`config.mk`:
```
export PLATFORM = sky130hd
export DESIGN_NAME = weightStore_flat
export DESIGN_NICKNAME = d
export VERILOG_FILES = /design/src/nnPkg.sv /design/src/layerBusIf.sv /design/src/weightStore.sv /design/src/flat_wrapper.sv
export VERILOG_INCLUDE_DIRS = /design/src
export SDC_FILE = /design/constraint.sdc
export NUM_CORES = 1
export LEC_CHECK = 0
export BUFFER_PORTS_ARGS = -buffer_cell sky130_fd_sc_hd__buf_2
export CORE_AREA = 4 4 404 406
export CTS_CLUSTER_DIAMETER = 80
export DETAILED_ROUTE_END_ITERATION = 16
export DIE_AREA = 0 0 408 410
export PLACE_DENSITY = 0.42
export SETUP_SLACK_MARGIN = 0.3
export SKIP_CTS_REPAIR_TIMING = 1
export SYNTH_ARGS = -nofsm -noshare
export SYNTH_HDL_FRONTEND = slang
export SYNTH_SLANG_ARGS = --single-unit
```
`constraint.sdc`:
```
create_clock -name clk -period 3 [get_ports clk]
set_input_delay 0.6 -clock clk [delete_from_list [all_inputs] [get_ports clk]]
set_output_delay 0.6 -clock clk [all_outputs]
set_load 0.02 [all_outputs]
```
`src/nn_defines.svh`:
```
`ifndef NN_DEFINES_SVH
`define NN_DEFINES_SVH

// activations in one input vector
`define NN_NUM_INPUTS 15

// neurons side by side in the layer
`define NN_NUM_NODES 4

// activation weight bias and result width
`define NN_DATA_WIDTH 16

// register stages inside one neuron
`define NN_PIPE_DEPTH 3

`endif

```
`src/nnPkg.sv`:
```
`include "nn_defines.svh"

package nnPkg;

	// one activation or one node result
	typedef logic [`NN_DATA_WIDTH-1:0] act_t;

	// two's-complement weight or bias
	typedef logic [`NN_DATA_WIDTH-1:0] weight_t;

	typedef logic [$clog2(`NN_NUM_NODES)-1:0] nodeIdx_t;

	// last word of a row holds the bias
	typedef logic [$clog2(`NN_NUM_INPUTS+1)-1:0] wordIdx_t;

	typedef act_t actVec_t [`NN_NUM_INPUTS];

	typedef weight_t weightRow_t [`NN_NUM_INPUTS];

	// state of the result register in front of outData
	typedef enum logic
	{
		EMPTY,
		HOLDING
	} pipeState_t;

endpackage

```
`src/layerBusIf.sv`:
```
`timescale 1ns/100ps
`include "nn_defines.svh"

interface layerBusIf;

	// activations unpacked by the top before capture
	nnPkg::actVec_t inActs;

	// captured vector shared by stage 1 of every node
	nnPkg::actVec_t acts;

	// common enable for every pipeline register
	logic advance;

	nnPkg::weightRow_t weights [`NN_NUM_NODES];
	nnPkg::weight_t biases [`NN_NUM_NODES];

	// one result per node from the ReLU stage
	nnPkg::act_t results [`NN_NUM_NODES];

	modport ctrl
	(
		input inActs,
		output acts,
		output advance
	);

	modport store
	(
		output weights,
		output biases
	);

	// rows and results go through the neuron's own ports
	modport node
	(
		input acts,
		input advance
	);

endinterface

```
`src/weightStore.sv`:
```
`timescale 1ns/100ps
`include "nn_defines.svh"

module weightStore
(
	input logic clk,
	input logic reset,
	input logic wEn,
	input nnPkg::nodeIdx_t wNode,
	input nnPkg::wordIdx_t wWord,
	input nnPkg::weight_t wData,
	layerBusIf.store bus
);

	localparam int NODES = `NN_NUM_NODES;
	localparam int INPUTS = `NN_NUM_INPUTS;

	// weights first then the bias word
	localparam int WORDS = INPUTS + 1;
	localparam int BIAS_WORD = INPUTS;

	nnPkg::weight_t regFile [NODES][WORDS];

	// all words start at zero so an unloaded layer outputs zero
	always_ff @(posedge clk)
	begin
		if (reset)
		begin
			for (int n = 0; n < NODES; n++)
			begin
				for (int w = 0; w < WORDS; w++)
				begin
					regFile[n][w] <= '0;
				end
			end
		end
		else if (wEn)
		begin
			regFile[wNode][wWord] <= wData;
		end
	end

	// every row is visible to the neurons all the time
	for (genvar n = 0; n < NODES; n++)
	begin : gRow
		for (genvar w = 0; w < INPUTS; w++)
		begin : gWord
			assign bus.weights[n][w] = regFile[n][w];
		end

		assign bus.biases[n] = regFile[n][BIAS_WORD];
	end

endmodule

```
`src/flat_wrapper.sv`:
```
// flat-port wrapper written by rule: the top's interface ports become plain ports
module weightStore_flat 
  (clk, reset, wEn, wNode, wWord, wData, bus_weights, bus_biases);
  layerBusIf bus_i ();
  input logic clk;
  input logic reset;
  input logic wEn;
  input nnPkg::nodeIdx_t wNode;
  input nnPkg::wordIdx_t wWord;
  input nnPkg::weight_t wData;
  output wire logic [$bits(bus_i.weights)-1:0] bus_weights;
  output wire logic [$bits(bus_i.biases)-1:0] bus_biases;
  assign bus_weights = {>>{bus_i.weights}};
  assign bus_biases = {>>{bus_i.biases}};
  weightStore u_core (.clk(clk), .reset(reset), .wEn(wEn), .wNode(wNode), .wWord(wWord), .wData(wData), .bus(bus_i));
endmodule
```
=== Yosys cells after proc, flatten, opt, wreduce, memory -nomap -nowiden ===
Memory sizes are Yosys's and may differ from the RTL's.
Cells that the tools add are included.

* Register bits: 0
* Bits in writable memories: 1024
* Logic and storage cells: 16
* Memories: 1

* Order comparisons: 2
* Mux-type cells: 10
* Bitwise gates (word level): 1
* Reductions and logical operators: 2

{| class="wikitable"
|+ Memory list
! memory !! depth !! bits a word !! rd ports !! clocked after memory_dff !! wr ports !! RTL line !! source
|-
| u_core.regFile || 4 || 256 || 4 || 0 || 4 || weightStore.sv:22 || <nowiki>nnPkg::weight_t regFile [NODES][WORDS];</nowiki>
|}

{| class="wikitable"
|+ Operators by type and width
! cell !! number
|-
| 2-to-1 mux 256 bit || 3
|-
| OR reduction 256 bit || 1
|-
| demux 16 bit (select 4 bit) || 1
|-
| 2-to-1 mux 16 bit || 1
|-
| greater-or-equal comparator 5 bit, second input constant || 1
|-
| < comparator 5 x 1 -> 1 bit, second input constant || 1
|-
| NOT 4 -> 5 bit || 1
|-
| 2-to-1 mux 1 bit || 4
|-
| 2-to-1 mux 2 bit || 1
|-
| logical AND 1 bit || 1
|}

=== Logic depth before layout (Yosys ltp) ===
* Depth in word-level cells: 8
* Gate-level depth with buffers: 6

=== Least setup slack after synthesis ===
Ideal clock, no wire load.

* Path type: input port to flip-flop
* Start point: input reset
* End point: memory u_core.regFile[3][48] (netlist bit), enable pin
* Library setup time: 0.392 ns
* Arrival: 2.376 ns
* Data required time: 2.608 ns
* Slack: 0.232 ns
* Cell stages on the path: 5
* Path buffers: 3
* Cell sequence: or4b_1 > buf_2 > buf_6 > buf_6 > o21bai_1

{| class="wikitable"
|+ RTL lines
! item !! RTL line !! source
|-
| start, declared || flat_wrapper.sv:6 || <nowiki>input logic reset;</nowiki>
|-
| end, declared || weightStore.sv:22 ||
|}

==> impl_metrics.csv <==
group,metric,value,unit
outcome,status,"completed",
sta,fin_crit_sh,0.7689,
clock_tree,clk_path_buf_depth,3,
power_and_ir_drop,p_leak,17.35,nW
clock_tree,cts-buffers-inserted,116,
synth,avgSynthCellArea,15.51,sq um
power_and_ir_drop,max-vdd-ir-drop,0.5417,mV
cells_and_area,nNetsFinal,3573,
sta,tns,0,ns
detailed_routing,avgRoutedWirePerCell,31.87,um
sta,final-max-slew-violation-count,0,
synth,ys_types,27,
clock_tree,cts.sinks,1024,
power_and_ir_drop,powerDensity,665.9,nW/um^2
hold_path,min_from,"wData[15]",
cells_and_area,fill_cells,16086,
setup_path,endpoint_kind,"primary output",
placed_design,globalplace.congestion,0.7702,
floorplanning,ios,1049,
global_route,grt_usage,0.2103,
floorplanning,core-area,159800,sq um
setup_path,max_stage_delay,0.69,ns
global_route,grt_max_degree,129,
detailed_routing,drtAntennaViolNets,0,
synth,synthesis.area,39500,sq um
setup_path,required,2.40,ns
synth,synthesis.instances,2547,
setup_path,crit_chain,"buf_2",
synth,ys_seq_area_frac,0.7785,
clock_tree,clkTransAtPathRegs,0.06,ns
detailed_routing,drt_iter0_drc,2380,
detailed_routing,vias,27372,
sta,fmax,0.4335,GHz
global_route,first_global_vias,27245,
sta,slew_headroom,0.3892,
setup_path,critPathBufInv,1,
global_route,grt_pass1_wl,245.1,mm
floorplanning,num_rows,147,
hold_path,hold_class,"input port to flip-flop",
run,drv_cap,0,
global_route,grt-ovfl-total,0,
synth,ys_seq_elements,1024,
cells_and_area,reg.largest.list,"u_core.regFile x1024",
floorplanning,die-area,167300,sq um
cells_and_area,largest-register,"u_core.regFile",
sta,finalCriticalPeriod,2.307,ns
detailed_routing,viasPerCell,4.774,
detailed_routing,drc,0,
sta,rsz0062_at_grt,"no",
setup_path,critPathSlowestCell,"edfxtp_1",
cells_and_area,drive_gt1_frac,0.4470,
synth,synth_nets,2572,
setup_path,crit_cells,1,
hold_path,hold_path_end,"u_core.regFile[2][191]",
synth,synth_warnings,0,
sta,setup_violations,0,
synth,yosys.area.top_type,"edfxtp_1",
power_and_ir_drop,power,34.29,mW
clock_tree,cts_tree,"built",
hold_path,min_delay_path_depth,4,
sta,hold_viol,0,
cells_and_area,largest_reg_flops,1024,
setup_path,worstPathMaxFanout,1,
clock_tree,cts_root_buf,"clkbuf_16",
placed_design,portBuffers,1048,
setup_path,critPathLaunchType,"flip-flop",
synth,synth_top_area_share,0.7785,
detailed_routing,drtPass1Iterations,5,
clock_tree,htree_levels,3,
sta,tightest_slew,0.9163,ns
floorplanning,start_util,0.2471,
detailed_routing,totalWireLength,182.7,mm
placed_design,hpwl,120.5,mm
global_route,antenna_found_initial,18,
setup_path,path_class,"flip-flop to primary output",
synth,synthTopCellsByArea,"edfxtp_1 78%, nor3_1 11%, nor3_2 4.7%",
setup_path,arrival,1.71,ns
cells_and_area,syn2layout_area_growth,30.35,%
setup_path,cp_top_family,"flip-flops",
floorplanning,die_w,408,um
floorplanning,die_y,410,um
## power by group
group	total, mW	internal [mW]	switching, mW
Clock	13.9	7.74	6.15
Sequential	16.7	16.5	0.272
Combinational	3.66	0.794	2.87
Total	34.3	25.0	9.29
## synthesized netlist by cell type
library cell,instances
nor2b_1,4
nor2_1,2
nor4b_1,3
or3b_2,16
buf_6,21
nor4bb_1,2
nand3_1,16
edfxtp_1,1024
buf_1,24
or4b_1,1
nand2_1,1
nand4b_1,5
or2_2,1
nor3_1,839
nand2b_1,2
and4b_1,1
nand3b_1,32
nand4bb_1,2
nand4_1,1
nor4_1,1
o21bai_1,20
a21o_1,12
buf_2,42
a41o_1,8
clkbuf_1,258
nor3_2,185
a31o_2,24
## worst max path at each step
stage / to / slack (ns) / startpoint
finish: bus_biases[31] / 0.69 / u_core.regFile[2][15]
floorplan: u_core.regFile[3][48] / 0.23 / reset
CTS: bus_biases[31] / 0.52 / u_core.regFile[2][15]
detailed placement: u_core.regFile[3][111] / 0.28 / wNode[1]
global placement: u_core.regFile[3][96] / 0.25 / wNode[1]
global route: bus_weights[271] / 0.61 / u_core.regFile[2][47]
## logic make-up after synthesis
group	Yosys count	synth area share
and+or+nand+nor	1114	0.1699
buffers and inverters	345	0.03811
AOI/OAI and AO/OA	64	0.01343
DFF	1024	0.7785
## through the flow
stage / setup slack (ns) / cells / cell area [sq um] / hold slack [ns] / utilization
finish: 0.6932 / 5734 / 51490 / 0.6038 / 0.3221
global route: 0.6089 / 5732 / 51480 / 0.5686 / 0.3221
CTS: 0.5162 / 5728 / 51470 / 0.5191 / 0.3220
detailed placement: 0.2778 / 5516 / 47820 / 1.043 / 0.2992
global placement: 0.2521 / 5516 / 47820 / 1.044 / 0.2992
floorplan: 0.2317 / 2547 / 39500 / 0.9880 / -
## cell usage in the layout, fill, tap and decap left out, types with 6 or more instances in the layout
cell type	n
clkbuf_16	116
nand3b_1	32
edfxtp_1	1024
o21bai_2	15
a31o_2	24
diode_2	6
nand3_1	16
or3b_2	16
nor3_2	185
a21o_1	12
clkinv_2	9
clkinv_1	36
buf_4	144
a41o_1	8
buf_2	1047
nor3_1	839
bufinv_16	7
clkbuf_1	26
buf_12	37
## per-layer routing
layer  part of all wire  routed length [um]  global-route usage  vias to the layer above
li1                   -                   -                   -                    11758
met1               0.40               73400              0.2616                    14219
met2               0.49               89300              0.3533                     1171
met3              0.083               15220             0.06529                      224
met4              0.026                4808             0.05816                        0
met5                  0                   0                   0                        -
## final cells by class
type	count	area, sq um	share of cell area
Multi-Input combinational cell	1178	7396	0.1436
Clock buffer	142	3000	0.05828
Sequential cell	1024	30750	0.5972
Timing Repair Buffer	1228	7062	0.1372
Antenna cell	6	15.01	0.0002916
Tap cell	2086	2610	0.05069
Clock inverter	70	653.1	0.01269
Power figures use the tool's default switching activity.
